$ cat src/weights.hex
// one signed Q2.6 byte per line: b1[0..4], w1[0..4][0..15] neuron-major, b2, w2[0..4]
08
F4
10
FA
03
0C
F6
09
13
FB
07
EE
04
0E
FD
F2
0A
05
F8
11
FE
F3
0D
FA
06
12
F5
03
EF
0B
08
F9
14
FC
02
F1
0A
07
07
F0
0C
FE
10
F7
05
EB
0D
01
F6
0F
04
FA
09
FC
11
08
F2
0A
FD
13
F5
06
EE
0C
03
F8
10
05
F4
10
FB
0E
02
F4
09
FE
12
F7
06
0B
F1
04
0D
F9
EC
06
30
C8
28
3A
D0

$ cat src/nar_pkg.sv
package nar_pkg;

        // sizes of the network
        localparam int n_taps = 16;
        localparam int n_hidden = 5;

        // Q2.6 fixed point
        localparam int frac_bits = 6;
        // rest value of the tap line is 0.375
        localparam int tap_rest = 24;
        // hard-tanh bound of 1.0
        localparam int act_limit = 64;

        // rom layout with w1 stored neuron-major
        localparam int rom_depth = 91;
        localparam int rom_b1_base = 0;
        localparam int rom_w1_base = 5;
        localparam int rom_b2_addr = 85;
        localparam int rom_w2_base = 86;

        typedef logic signed [7:0] sample_t;
        typedef logic signed [19:0] acc_t;
        typedef logic [3:0] tap_idx_t;

        // one entry per hidden neuron
        typedef sample_t [n_hidden-1:0] hidden_vec_t;
        // tap 0 is the newest sample
        typedef sample_t [n_taps-1:0] tap_vec_t;

        typedef enum logic [1:0] {
                st_idle,
                st_mac,
                st_act,
                st_sum
        } nar_state_t;

endpackage

$ cat src/nar_ctrl.sv
`timescale 1ns/10ps

module nar_ctrl (
        input  logic clk,
        input  logic rst,
        input  logic enable,
        input  logic x_ready,
        input  logic tap_last,
        output logic accept,
        output logic mac_step,
        output logic act_load,
        output logic sum_load,
        output logic busy,
        output logic y_valid
);
        import nar_pkg::*;

        nar_state_t state;
        nar_state_t state_next;

        // new samples are only taken while idle
        assign accept = (state == st_idle) && x_ready && enable;
        assign mac_step = (state == st_mac);
        assign act_load = (state == st_act);
        assign sum_load = (state == st_sum);
        assign busy = (state != st_idle);

        always_comb begin
                state_next = state;
                case (state)
                        st_idle: begin
                                if (accept)
                                        state_next = st_mac;
                        end
                        st_mac: begin
                                if (tap_last)
                                        state_next = st_act;
                        end
                        st_act: begin
                                state_next = st_sum;
                        end
                        st_sum: begin
                                state_next = st_idle;
                        end
                        default: begin
                                state_next = st_idle;
                        end
                endcase
        end

        always_ff @(posedge clk) begin
                if (rst) begin
                        state <= st_idle;
                        y_valid <= 1'b0;
                end else begin
                        // pulse follows the enabled output edge only
                        y_valid <= enable && sum_load;
                        if (enable)
                                state <= state_next;
                end
        end

        // one prediction per pulse, even across a pause
        valid_single_cycle: assert property (@(posedge clk) disable iff (rst)
                y_valid |=> !y_valid);

endmodule

$ cat src/tap_counter.sv
`timescale 1ns/10ps

module tap_counter (
        input  logic clk,
        input  logic rst,
        input  logic enable,
        input  logic mac_step,
        output nar_pkg::tap_idx_t tap_idx,
        output logic tap_last
);
        import nar_pkg::*;

        assign tap_last = (tap_idx == tap_idx_t'(n_taps - 1));

        always_ff @(posedge clk) begin
                if (rst) begin
                        tap_idx <= '0;
                end else if (enable && mac_step) begin
                        // wraps back to tap 0 for the next sample
                        if (tap_last)
                                tap_idx <= '0;
                        else
                                tap_idx <= tap_idx + 1'b1;
                end
        end

        count_moves_on_step: assert property (@(posedge clk)
                !rst && !(enable && mac_step) |=> $stable(tap_idx));

endmodule

$ cat src/weight_rom.sv
`timescale 1ns/10ps

module weight_rom (
        input  nar_pkg::tap_idx_t tap_idx,
        output nar_pkg::hidden_vec_t w1_col,
        output nar_pkg::hidden_vec_t b1_vec,
        output nar_pkg::hidden_vec_t w2_vec,
        output nar_pkg::sample_t b2
);
        import nar_pkg::*;

        sample_t rom [rom_depth];

        initial begin
                $readmemh("/design/src/weights.hex", rom);
        end

        // output bias sits alone between the two weight groups
        assign b2 = rom[rom_b2_addr];

        always_comb begin
                for (int n = 0; n < n_hidden; n++) begin
                        b1_vec[n] = rom[rom_b1_base + n];
                        // each neuron owns n_taps consecutive words
                        w1_col[n] = rom[rom_w1_base + n * n_taps + int'(tap_idx)];
                        w2_vec[n] = rom[rom_w2_base + n];
                end
        end

endmodule

$ cat src/tap_delay_line.sv
`timescale 1ns/10ps

module tap_delay_line (
        input  logic clk,
        input  logic rst,
        input  logic enable,
        input  logic accept,
        input  nar_pkg::sample_t x_in,
        output nar_pkg::tap_vec_t taps
);
        import nar_pkg::*;

        always_ff @(posedge clk) begin
                if (rst) begin
                        // history starts at the rest value, not at zero
                        for (int t = 0; t < n_taps; t++)
                                taps[t] <= sample_t'(tap_rest);
                end else if (enable && accept) begin
                        // older samples move one place up, oldest drops out
                        taps <= {taps[n_taps-2:0], x_in};
                end
        end

endmodule

$ cat src/hidden_layer.sv
`timescale 1ns/10ps

module hidden_layer (
        input  logic clk,
        input  logic rst,
        input  logic enable,
        input  logic accept,
        input  logic mac_step,
        input  logic act_load,
        input  nar_pkg::tap_idx_t tap_idx,
        input  nar_pkg::tap_vec_t taps,
        input  nar_pkg::hidden_vec_t w1_col,
        input  nar_pkg::hidden_vec_t b1_vec,
        output nar_pkg::hidden_vec_t h_vec
);
        import nar_pkg::*;

        acc_t acc [n_hidden];
        acc_t prod [n_hidden];
        sample_t cur_tap;

        // scale back to Q2.6 and clamp to +-1.0
        function automatic sample_t hard_tanh(input acc_t a);
                acc_t s;
                s = a >>> frac_bits;
                if (s > acc_t'(act_limit))
                        return sample_t'(act_limit);
                else if (s < -acc_t'(act_limit))
                        return sample_t'(-act_limit);
                else
                        return sample_t'(s);
        endfunction

        assign cur_tap = taps[tap_idx];

        always_comb begin
                for (int n = 0; n < n_hidden; n++)
                        prod[n] = acc_t'(sample_t'(w1_col[n])) * acc_t'(cur_tap);
        end

        always_ff @(posedge clk) begin
                if (rst) begin
                        h_vec <= '0;
                        for (int n = 0; n < n_hidden; n++)
                                acc[n] <= '0;
                end else if (enable) begin
                        for (int n = 0; n < n_hidden; n++) begin
                                // bias enters pre-scaled so the sum keeps 12 fraction bits
                                if (accept)
                                        acc[n] <= acc_t'(sample_t'(b1_vec[n])) <<< frac_bits;
                                else if (mac_step)
                                        acc[n] <= acc[n] + prod[n];
                                if (act_load)
                                        h_vec[n] <= hard_tanh(acc[n]);
                        end
                end
        end

        for (genvar g = 0; g < n_hidden; g++) begin : g_bound
                act_in_range: assert property (@(posedge clk) disable iff (rst)
                        $signed(h_vec[g]) <= act_limit && $signed(h_vec[g]) >= -act_limit);
        end

endmodule

$ cat src/output_layer.sv
`timescale 1ns/10ps

module output_layer (
        input  logic clk,
        input  logic rst,
        input  logic enable,
        input  logic sum_load,
        input  nar_pkg::hidden_vec_t h_vec,
        input  nar_pkg::hidden_vec_t w2_vec,
        input  nar_pkg::sample_t b2,
        output nar_pkg::sample_t y_out
);
        import nar_pkg::*;

        acc_t sum;
        acc_t scaled;
        sample_t y_sat;

        always_comb begin
                sum = acc_t'(b2) <<< frac_bits;
                for (int n = 0; n < n_hidden; n++)
                        sum = sum + acc_t'(sample_t'(w2_vec[n])) * acc_t'(sample_t'(h_vec[n]));
                scaled = sum >>> frac_bits;
                // saturate to the full Q2.6 range
                if (scaled > acc_t'(127))
                        y_sat = 8'sd127;
                else if (scaled < -acc_t'(128))
                        y_sat = -8'sd128;
                else
                        y_sat = sample_t'(scaled);
        end

        always_ff @(posedge clk) begin
                if (rst)
                        y_out <= '0;
                else if (enable && sum_load)
                        y_out <= y_sat;
        end

endmodule

$ cat src/narnet_top.sv
`timescale 1ns/10ps

module narnet_top (
        input  logic clk,
        input  logic rst,
        input  logic enable,
        input  logic x_ready,
        input  nar_pkg::sample_t x_in,
        output nar_pkg::sample_t y_out,
        output logic y_valid,
        output logic busy
);
        import nar_pkg::*;

        logic accept;
        logic mac_step;
        logic act_load;
        logic sum_load;
        logic tap_last;
        tap_idx_t tap_idx;
        tap_vec_t taps;
        hidden_vec_t w1_col;
        hidden_vec_t b1_vec;
        hidden_vec_t w2_vec;
        hidden_vec_t h_vec;
        sample_t b2;

        nar_ctrl nar_ctrl_inst (
                .clk(clk), .rst(rst), .enable(enable), .x_ready(x_ready),
                .tap_last(tap_last), .accept(accept), .mac_step(mac_step),
                .act_load(act_load), .sum_load(sum_load), .busy(busy), .y_valid(y_valid)
        );

        tap_counter tap_counter_inst (
                .clk(clk), .rst(rst), .enable(enable), .mac_step(mac_step),
                .tap_idx(tap_idx), .tap_last(tap_last)
        );

        weight_rom weight_rom_inst (
                .tap_idx(tap_idx), .w1_col(w1_col), .b1_vec(b1_vec),
                .w2_vec(w2_vec), .b2(b2)
        );

        tap_delay_line tap_delay_line_inst (
                .clk(clk), .rst(rst), .enable(enable), .accept(accept),
                .x_in(x_in), .taps(taps)
        );

        hidden_layer hidden_layer_inst (
                .clk(clk), .rst(rst), .enable(enable), .accept(accept),
                .mac_step(mac_step), .act_load(act_load), .tap_idx(tap_idx),
                .taps(taps), .w1_col(w1_col), .b1_vec(b1_vec), .h_vec(h_vec)
        );

        output_layer output_layer_inst (
                .clk(clk), .rst(rst), .enable(enable), .sum_load(sum_load),
                .h_vec(h_vec), .w2_vec(w2_vec), .b2(b2), .y_out(y_out)
        );

endmodule

$ cat config.mk
export PLATFORM = sky130hd
export DESIGN_NAME = narnet_top
export DESIGN_NICKNAME = d
export VERILOG_FILES = /design/src/nar_pkg.sv /design/src/nar_ctrl.sv /design/src/tap_counter.sv /design/src/weight_rom.sv /design/src/tap_delay_line.sv /design/src/hidden_layer.sv /design/src/output_layer.sv /design/src/narnet_top.sv
export SDC_FILE = /design/constraint.sdc
export NUM_CORES = 1
export LEC_CHECK = 0
export ABC_AREA = 1
export BUFFER_PORTS_ARGS = -buffer_cell sky130_fd_sc_hd__buf_4
export CAP_MARGIN = 20
export CORE_AREA = 2 2 39 41
export DETAILED_ROUTE_END_ITERATION = 7
export DIE_AREA = 0 0 41 43
export GPL_TIMING_DRIVEN = 0
export PLACE_DENSITY = 0.72
export SETUP_SLACK_MARGIN = 0.2
export SLEW_MARGIN = 30
export SYNTH_ARGS = -nofsm -noshare
export SYNTH_HDL_FRONTEND = slang
export SYNTH_SLANG_ARGS = --single-unit
export TNS_END_PERCENT = 100
$ cat constraint.sdc
create_clock -name clk -period 1.43 [get_ports clk]
set_input_delay 0.286 -clock clk [delete_from_list [all_inputs] [get_ports clk]]
set_output_delay 0.286 -clock clk [all_outputs]
set_load 0.03 [all_outputs]
======== After elaboration in Yosys (flattened, before gate mapping) ========
Memories as Yosys holds them, arrays and structs flattened.
Cells that the tools add are included.
operators by class
  order comparisons ....................... 13
  bitwise gates (word level) .............. 10
  reductions and logical operators ........ 9
  eq/ne operators ......................... 6
  mux-type cells .......................... 39
  add/subtract/negate cells ............... 11
  $mul .................................... 10
operators by type and width
  kind                                                                              count
  20-bit 2-to-1 mux                                                                 10
  8-bit by 8-bit multiplier with 16-bit output, first input constant                10
  20-bit by 16-bit adder with 20-bit output                                         6
  8-bit 2-to-1 mux                                                                  13
  14-bit by 8-bit greater-than comparator with 1-bit output, second input constant  6
  14-bit by 7-bit < comparator with 1-bit output, second input constant             5
  20-bit adder                                                                      3
  8-bit binary-select mux with 4-bit select                                         1
  14-bit by 16-bit adder with 17-bit output, first input constant                   1
  14-bit by 8-bit < comparator with 1-bit output, second input constant             1
  1-bit 2-to-1 mux                                                                  11
  1-bit OR                                                                          10
  2-bit one-hot mux with 4 select lines                                             1
  1-bit logical AND                                                                 5
  4-bit by 5-bit < comparator with 1-bit output, second input constant              1
  4-bit by 1-bit adder with 4-bit output, second input constant                     1
  2-bit equality test, second input constant                                        2
  4-bit equality test, second input constant                                        1
  2-bit 2-to-1 mux                                                                  2
  4-bit 2-to-1 mux                                                                  1
  3-bit AND reduction                                                               1
  2-bit by 1-bit equality test with 1-bit output, second input constant             1
  2-bit zero test                                                                   1
  2-bit by 1-bit != test with 1-bit output, second input constant                   1
  other kinds (3)                                                                   3
word-level totals
  memories kept ........................... 1
  logic and storage cells ................. 124
  input bits .............................. 12
  register bits after elaboration ......... 183
  RAM bits ................................ 100
memory list
  memory                 depth  width  rd ports  clocked after Yosys merged registers in  write ports  line                RTL
  hidden_layer_inst.acc  5      20     5         0                                        5            hidden_layer.sv:18  acc_t acc [n_hidden];

======== Depth between registers and ports, before layout ========
Gate-level depths: netlist of the first run.
  depth in word-level cells ............... 9
  gate-level depth with buffers ........... 8
  gate-level depth less buffers ........... 8

======== Cells and area by module ========
Synthesis of the first run repeated with hierarchy kept, for this count alone.
second synthesis, totals
  cell total of the unflattened synthesis .. 5985
  area total of the unflattened synthesis .. 48052.3 um^2
by module, submodules not included
  module          instances  cells an instance  area each (um^2)
  hidden_layer    1          3187               26023.7
  output_layer    1          1856               15566.2
  tap_delay_line  1          752                5063.6
  weight_rom      1          129                964.7
  tap_counter     1          31                 217.7
  nar_ctrl        1          30                 216.5

======== Worst setup path before layout of the first run ========
Ideal clock, no wire load.
  path type ............................... reg2reg
  from .................................... reg nar_ctrl_inst.state[0]
  to ...................................... reg nar_ctrl_inst.state[0]
  path slack .............................. 114 ps
  data arrival time ....................... 1201 ps
  period minus slack after synthesis ...... 1316 ps
  setup time .............................. 115 ps
  cell stages (with the launch flop) ...... 9
  cell sequence ........................... dfxtp_1 inv_1 ha_1 inv_1 nor2_1 nor2_2 nand3_1 nand2_1 nor2_1
on the way
  cells in the longest elaborated chain, start to end .. 5
  elaborated cells on any way between the ends .. 10
  those cells by class .................... eq/ne: 5; mux: 1; reduce/logical: 4
ends and longest elaborated chain
  element                                             line                            RTL
  start, declared                                     nar_ctrl.sv:18                  nar_state_t state;
  start signal, assigned                              nar_ctrl.sv:53                  state <= st_idle;
  start signal, assigned                              nar_ctrl.sv:59                  state <= state_next;
  2-bit zero test                                     nar_ctrl.sv:22, nar_ctrl.sv:30
  1-bit logical AND (2 in a row)                      nar_ctrl.sv:22                  assign accept = (state == st_idle) && x_ready && enable;
  2-bit by 1-bit != test with 1-bit output (no line)  -
  3-bit AND reduction (no line)                       -
Several ways; a longest one is shown, not always the timed one.
A chain may end at the register's enable or synchronous reset.

======== Final worst setup path of the first run ========
  from .................................... reg nar_ctrl_inst.state[0]
  to ...................................... out busy
on the way
  cells in the longest elaborated chain, start to end .. 1
ends and longest elaborated chain
  element             line              RTL
  2-bit nonzero test  nar_ctrl.sv:26    assign busy = (state != st_idle);
  end, declared       narnet_top.sv:11  output logic busy
Every way passes these cells.

==> results.cfg, run 1 <==
[placement]
dpl-instance-area_um2 = 582
gp_congestion = 0.763
hpwl_um = 623
io_buffers = 12

[yosys]
syn_area_per_cell_um2 = 7.26
seq_area_frac_synth_pct = 34.0
async_reset_ff_share_pct = 0
synth_area_um2 = 472
synth.area.top_cells = dfxtp_1, ha_1, buf_4
syn_inst = 65
ys_ff_latch = 8
synth-main-ff-cell = dfxtp_1
synthTopCellsByCount = inv_1, nand2_1, dfxtp_1, nor2_1, buf_4
synth_top_area_share_pct = 34.0
yosys.area.top_type = dfxtp_1
synth-edff-count = 0
syn_nets = 82
synth_warnings = 0
synth_cell_types = 15

[die]
dieArea_um2 = 1760
coreArea_um2 = 1380
fp.dieH_um = 43
ios = 22
die_w_um = 41
row_count = 14
initial_core_util_pct = 34.1

[power]
comb_power_share_pct = 29.7
leakagePower_uw = 0.000332
ir_drop_v = 0.000470
p_sw_share_pct = 31.5
p_clk_share_pct = 28.8
switchingPower_uw = 189
p_int_uw = 413
power.density_nw_per_um2 = 938
seqPwrFrac_pct = 41.5

[clock_tree]
cts_tree = yes
worst_skew_pair.late_latency_ns = 0.25
cts-root-buf = clkbuf_4
clock_path_buffers = 2
cts.sinks = 8
numCtsBuffers = 3
ctsHoldBuffers = 0
cts.htree.levels = 1
clkTransAtPathRegs_ns = 0.06

[global_route]
antenna_found_initial = 0
grt_pass1_vias = 329
grt_max_degree = 9
grt_pass1_wl_um = 1300
grt_usage_pct = 11.6
grt-ovfl-total = 0

[cells_and_area]
drive_gt1_share_pct = 41.5
fin_area_um2 = 642
fillers = 138
diodes = 0
syn2layout_area_growth_pct = 36.1
seq_area_um2 = 166
multi_input_area_um2 = 234
nNetsFinal = 101

[sta]
slew_viol_final = 0
finalCriticalPeriod_ns = 1.26
finalSetupTns_ns = 0
setup_viol = 0
fmax_mhz = 796
post-route-period-util_pct = 87.9
fin_skew_ns = 0.00294
hold_violations = 0
rsz0062_at_grt = true

[route]
wl_per_cell_um = 8.84
drt_iter0_drc = 8
vias_per_cell = 4.24
drt_pass1_iterations = 4
wl_um = 866
dr_total_vias = 416
drc = 0
postRouteAntennaNets = 0

[outcome]
outcome = complete, no violations

[hold_path]
worstHoldPathType = in2reg

[setup_path]
critical_path_class = reg2out
cp-end-kind = primary output
arrival_ns = 0.97
cp_data_required_time_ns = 1.14
critPathLaunchType = register
crit_fanout = 2

[flow_run]
cap_violations = 0
## state kept, by name, summed over array words and instances (netlist names)
name / flops
tap_counter_inst.tap_idx: 4
output_layer_inst.y_out: 1
nar_ctrl_inst.state: 2
nar_ctrl_inst.y_valid: 1
## path summary, 6_finish.rpt
kind,start,to,slack (ns),cells past startpoint
min reg2reg,tap_counter_inst.tap_idx[2],tap_counter_inst.tap_idx[2],0.49,2
min,rst,nar_ctrl_inst.y_valid,0.21,2
max reg2reg,nar_ctrl_inst.state[0],tap_counter_inst.tap_idx[3],0.27,5
max,nar_ctrl_inst.state[0],busy,0.17,4
## per-stage QoR
stage / cells / setup slack [ns] / total power [uW] / utilization (%) / hold slack [ns]
2_1_floorplan: 65 / 0.205 / 361 / - / 0.358
3_3_place_gp: 93 / 0.241 / 399 / 42.0 / 0.470
3_5_place_dp: 93 / 0.210 / 403 / 42.0 / 0.475
4_1_cts: 98 / 0.140 / 602 / 45.5 / 0.200
5_1_grt: 98 / 0.119 / 644 / 46.4 / 0.205
6_report: 98 / 0.174 / 602 / 46.4 / 0.207
## final cells by class
cell class                      instances  share of cell area [%]
Inverter                               10                    5.85
Tap cell                               16                    3.12
Timing Repair Buffer                   14                    17.0
Sequential cell                         8                    25.9
Buffer                                  7                    8.19
Clock buffer                            3                    3.51
Multi-Input combinational cell         40                    36.5
## per-layer routing
layer / global-route usage [%] / vias up / part of all wire [%]
li1: - / 230 / -
met1: 12.9 / 171 / 45
met2: 15.0 / 15 / 47
met3: 5.24 / 0 / 7.7
met4: 11.3 / 0 / 0
met5: 0 / - / 0
## cell families (layout without fill, tap and decap cells)
family | after synthesis | in the layout | share of synthesized area, %
AOI/OAI and AO/OA | 8 | 8 | 9.02
adders and majority gates | 5 | 5 | 13.3
buffers and inverters | 17 | 34 | 19.1
DFF | 8 | 8 | 34.0
other | 1 | 1 | 0.795
and+or+nand+nor | 26 | 26 | 23.9
## power by group through the flow
stage / clock (uW) / sequential, uW / combinational, uW
after global routing: 191 / 252 / 201
after global placement: 0 / 256 / 143
after CTS: 182 / 250 / 170
after floorplan: 0 / 255 / 106
after detailed placement: 0 / 257 / 147
final: 174 / 250 / 179
## cell usage in the layout, fill, tap and decap left out, types with 2 or more instances in the layout
master,n
a21oi_1,4
buf_4,20
clkbuf_4,3
dfxtp_1,5
dfxtp_2,2
ha_1,4
inv_1,6
inv_2,4
nand2_1,10
nand3_1,4
nor2_1,8
o21ai_0,3
## worst max-delay path: stages (launching register included)
cell     delay, ns
dfxtp_2       0.34
inv_2         0.05
ha_4          0.15
inv_2         0.05
buf_6         0.12
## what timing repair did
item	4_1_cts	5_1_grt
pin swaps	1	0
endpoints found under the setup margin	8	5
resized for setup	6	4
buffers inserted	2	0
gates cloned	0	0
Note: power is estimated with default switching activity, not from simulation.
==> run 2, diff against run 1 <==
--- a/config.mk
+++ b/config.mk
@@ -10,8 +10,10 @@
 export CAP_MARGIN = 20
 export CORE_AREA = 2 2 39 41
+export CTS_BUF_LIST = sky130_fd_sc_hd__clkbuf_8
 export DETAILED_ROUTE_END_ITERATION = 7
 export DIE_AREA = 0 0 41 43
 export GPL_TIMING_DRIVEN = 0
 export PLACE_DENSITY = 0.72
+export REMOVE_ABC_BUFFERS = 1
 export SETUP_SLACK_MARGIN = 0.2
 export SLEW_MARGIN = 30
==> constraint.sdc (replaced) <==
create_clock -name clk -period 1.43 [get_ports clk]
set_input_delay 0.286 -clock clk [delete_from_list [all_inputs] [get_ports clk]]
set_output_delay 0.286 -clock clk [all_outputs]
set_load 0.02 [all_outputs]
==> run 2 against run 1 <==
- highest routed layer unchanged
- critical endpoint unchanged
- combinational power grew 6%
- die area is the same
- flip-flop and latch count did not move
- critical path depth did not move
- count of clock-buffer cells in the layout unchanged
==> results.cfg, run 2 (synthesized netlist as in run 1, its figures left out) <==
[outcome]
outcome = complete, no violations

[cells_and_area]
nNetsFinal = 96
largest_reg_flops = 4
final_common_cell = buf_4
fin_cells = 93
most-common-layout-cells = buf_4, nand2_1, nor2_1, inv_1, dfxtp_1
syn2layout_area_growth_pct = 33.7
reg_top3 = tap_counter_inst.tap_idx x4, nar_ctrl_inst.state x2
largest_register = tap_counter_inst.tap_idx
diodes = 0
drive_gt1_share_pct = 39.0
final_util_pct = 45.6

[setup_path]
crit_fanout = 2
crit_path_cell_trace = inv_2 -> ha_4 -> inv_4 -> buf_6
critical-path-top-delay-family = flip-flops
critPathLaunchType = register
cp_data_required_time_ns = 1.14
critPathMaxStageDelay_ns = 0.33
cp-end-kind = primary output
arrival_ns = 0.93
critical_path_class = reg2out
critPathBufInv = 3
crit_slowest_cell = dfxtp_2

[die]
row_count = 14
coreArea_um2 = 1380
ios = 22
initial_core_util_pct = 34.1
dieArea_um2 = 1760
die_w_um = 41
fp.dieH_um = 43

[power]
finalPower_uw = 714
leakagePower_uw = 0.000310
ir_drop_v = 0.000572
power.density_nw_per_um2 = 1130

[global_route]
grt_max_degree = 9
antenna_found_initial = 0
grt_pass1_vias = 345
grt_pass1_wl_um = 1340
grt_usage_pct = 11.5
grt-ovfl-total = 0

[sta]
post-route-period-util_pct = 85.1
fin_skew_ns = 0.00268
rsz0062_at_grt = true
slew_viol_final = 0
fin_hold_ws_ns = 0.239
fmax_mhz = 822
hold_violations = 0
fin_ws_ns = 0.213
finalCriticalPeriod_ns = 1.22
setup_viol = 0

[flow_run]
cap_violations = 0

[placement]
gp_congestion = 0.722
io_buffers = 12
dpl.cell_count = 86
hpwl_um = 606
dp_slack_ns = 0.197

[clock_tree]
cts.sinks = 8
numCtsBuffers = 3
cts-root-buf = clkbuf_8
ctsHoldBuffers = 0
cts_tree = yes
clkTransAtPathRegs_ns = 0.04
clock_path_buffers = 2
worst_skew_pair.late_latency_ns = 0.23
cts.htree.levels = 1

[route]
vias_per_cell = 4.39
drt_pass1_iterations = 4
wl_per_cell_um = 9.35
postRouteAntennaNets = 0
wl_um = 870
drt_iter0_drc = 5
drc = 0
dr_total_vias = 408

[hold_path]
worstHoldPathType = in2reg
[run 2: cell count changes in the layout (fill, tap and decap cells not counted), sizes merged]
cell / before / now
buf: 21 / 16
[run 2: final cells by class]
class	instances	area, um^2
fill	140	753
multi-input combinational	40	239
sequential	8	163
timing repair buffer	16	128
clock buffer	3	41.3
inverter	10	40.0
tap	16	20.0
[run 2: worst paths after layout]
check                              startpoint                           to  slack, ns  cells past startpoint
setup / recovery       nar_ctrl_inst.state[1]                         busy       0.21                      4
hold / removal                            rst        nar_ctrl_inst.y_valid       0.24                      2
setup reg to reg       nar_ctrl_inst.state[1]       nar_ctrl_inst.state[0]       0.26                      9
hold reg to reg   tap_counter_inst.tap_idx[2]  tap_counter_inst.tap_idx[2]       0.49                      2
[run 2: per-stage QoR]
stage / area [um^2] / TNS [ns]
after floorplan: 419 / -0.281
after global placement: 529 / 0
after detailed placement: 529 / 0
after CTS: 612 / 0
after global routing: 631 / 0
final: 631 / 0
[run 2: power by group]
| group | internal (uW) | switching (uW) | total, uW |
|---|---|---|---|
| Clock | 183 | 90.2 | 273 |
| Combinational | 93.5 | 96.6 | 190 |
| Sequential | 240 | 11.6 | 251 |
| Total | 516 | 198 | 714 |
[run 2: metal layers]
layer	vias to the layer above	part of all wire [%]	track usage [%]
met4	0	0	8.00
met1	178	46	14.4
met3	0	4.8	3.14
met2	10	49	16.3
li1	220	-	-
met5	-	0	0
[run 2: what timing repair did]
action	4_1_cts	5_1_grt
pin swaps	1	3
gates cloned	0	0
setup endpoints to repair	3	4
resized for setup	8	6
setup buffers	3	1
==> run 3, diff against run 2 <==
Settings changed: PLACE_DENSITY 0.72 to 0.66, SETUP_SLACK_MARGIN 0.2 to 0.5.
Clock period 1.43 ns to 1.1 ns, I/O delays scaled along.
==> run 3 against run 2 <==
- largest cell class unchanged
- wire length rose by 25%
- register-to-register slack lost 0.27 ns
- via count up 7.6%
- die area unchanged
- the run now ends with negative setup slack left
- flip-flop and latch count stayed put
- worst setup slack got worse by 0.27 ns
==> results.cfg, run 3 (synthesized netlist as in run 1, its figures left out) <==
[setup_path]
critPathMaxStageDelay_ns = 0.35
rr_startpoint = nar_ctrl_inst.state[0]
arrival_ns = 0.94
reg2reg_depth = 7
critPathLaunch = nar_ctrl_inst.state[1]
crit_fanout = 2
critical-path-top-delay-family = flip-flops
cp.depth = 4
crit_slowest_cell = dfxtp_2
cp-end-kind = primary output
crit_path_cell_trace = inv_4 -> ha_4 -> inv_2 -> buf_6
endpoint = busy
critPathBufInv = 3
rrSetupSlack_ns = -0.01
cp_data_required_time_ns = 0.88
worstReg2RegEnd = tap_counter_inst.tap_idx[2]
critPathLaunchType = register
critical_path_class = reg2out

[outcome]
violations = negative setup slack
outcome = finished with violations

[die]
coreArea_um2 = 1380
dieArea_um2 = 1760
die_w_um = 41
fp.dieH_um = 43
ios = 22
row_count = 14
initial_core_util_pct = 34.1

[global_route]
grt_pass1_wl_um = 1550
grt_pass1_vias = 420
antenna_found_initial = 0
grt_usage_pct = 12.9
grt_max_degree = 9
grt-ovfl-total = 0

[cells_and_area]
most-common-layout-cells = buf_6, nand2_1, inv_1, nor2_1, buf_4
final_common_cell = buf_6
largest_reg_flops = 4
drive_gt1_share_pct = 55.1
reg_top3 = tap_counter_inst.tap_idx x4, nar_ctrl_inst.state x2
syn2layout_area_growth_pct = 56.8
fin_cells = 94
diodes = 0
nNetsFinal = 97
largest_register = tap_counter_inst.tap_idx

[clock_tree]
cts_tree = yes
cts.sinks = 8
clkTransAtPathRegs_ns = 0.04
cts-root-buf = clkbuf_8
clock_path_buffers = 2
ctsHoldBuffers = 0
numCtsBuffers = 3
cts.htree.levels = 1
worst_skew_pair.late_latency_ns = 0.23

[power]
ir_drop_v = 0.000937
leakagePower_uw = 0.000333
power.density_nw_per_um2 = 1300

[route]
vias_per_cell = 4.67
dr_total_vias = 439
drt_iter0_drc = 6
wl_per_cell_um = 11.6
drc = 0
wl_um = 1090
drt_pass1_iterations = 4
postRouteAntennaNets = 0

[sta]
setup_viol = 2
fin_skew_ns = 0.00185
fin_ws_ns = -0.0580
finalCriticalPeriod_ns = 1.16
slew_viol_final = 0
fmax_mhz = 864
finalSetupTns_ns = -0.0655
post-route-period-util_pct = 105
hold_violations = 0
rsz0062_at_grt = true

[flow_run]
cap_violations = 0

[placement]
io_buffers = 12
dpl.cell_count = 86
gp_congestion = 0.681
hpwl_um = 621

[hold_path]
worstHoldPathType = in2reg
min_from = rst
## run 3: changes by cell type in the layout (fill, tap and decap cells not counted), sizes merged
cell | previous run | this run
buf | 16 | 17
## run 3: metal layers
| metal | vias up | global-route usage [%] | routed length [um] |
|---|---|---|---|
| met2 | 16 | 22.5 | 635 |
| met4 | 0 | 6.00 | 38 |
| met3 | 4 | 3.14 | 48 |
| met5 | - | 0 | 0 |
| li1 | 219 | - | - |
| met1 | 200 | 13.3 | 368 |
## run 3: worst register-to-register path: stages, from the launching register on
cell	delay (ns)
dfxtp_2	0.34
buf_6	0.12
ha_4	0.15
nand2_4	0.07
inv_4	0.08
nand2_2	0.05
o21bai_1	0.13
a21oi_1	0.05
## run 3: layout make-up
cell class,count,area (um^2)
Inverter,10,42.5
Timing Repair Buffer,17,169
Sequential cell,8,173
Tap cell,16,20.0
Fill cell,123,644
Multi-Input combinational cell,40,294
Clock buffer,3,41.3
## run 3: timing repair
item                                    4_1_cts  5_1_grt
endpoints found under the hold margin         0        0
cloned                                        0        0
gates resized for setup                      22       22
endpoints found under the setup margin       17       17
pin swaps                                     2        8
setup buffers                                 3        2
## run 3: how the worst min path moves through the flow
| stage | to | slack, ns | depth (start not counted) |
|---|---|---|---|
| CTS | nar_ctrl_inst.y_valid | 0.17 | 2 |
| floorplan | nar_ctrl_inst.y_valid | 0.29 | 1 |
| global placement | nar_ctrl_inst.y_valid | 0.41 | 2 |
| global route | nar_ctrl_inst.y_valid | 0.17 | 2 |
| finish | nar_ctrl_inst.y_valid | 0.17 | 2 |
| detailed placement | nar_ctrl_inst.y_valid | 0.41 | 2 |
## run 3: power by group
group / switching [uW] / internal, uW / total, uW
Sequential: 21.9 / 311 / 333
Combinational: 142 / 137 / 279
Clock: 114 / 237 / 351
## run 3: per-stage QoR
step / cell area (um^2) / util, % / worst slack, ns / power, uW / hold slack [ns]
after CTS: 648 / 46.8 / -0.0500 / 904 / 0.171
after floorplan: 419 / - / -0.343 / 442 / 0.292
after global placement: 529 / 38.2 / -0.0998 / 493 / 0.410
after global routing: 739 / 53.4 / -0.0854 / 1020 / 0.175
final: 739 / 53.4 / -0.0580 / 963 / 0.173
after detailed placement: 529 / 38.2 / -0.130 / 498 / 0.413
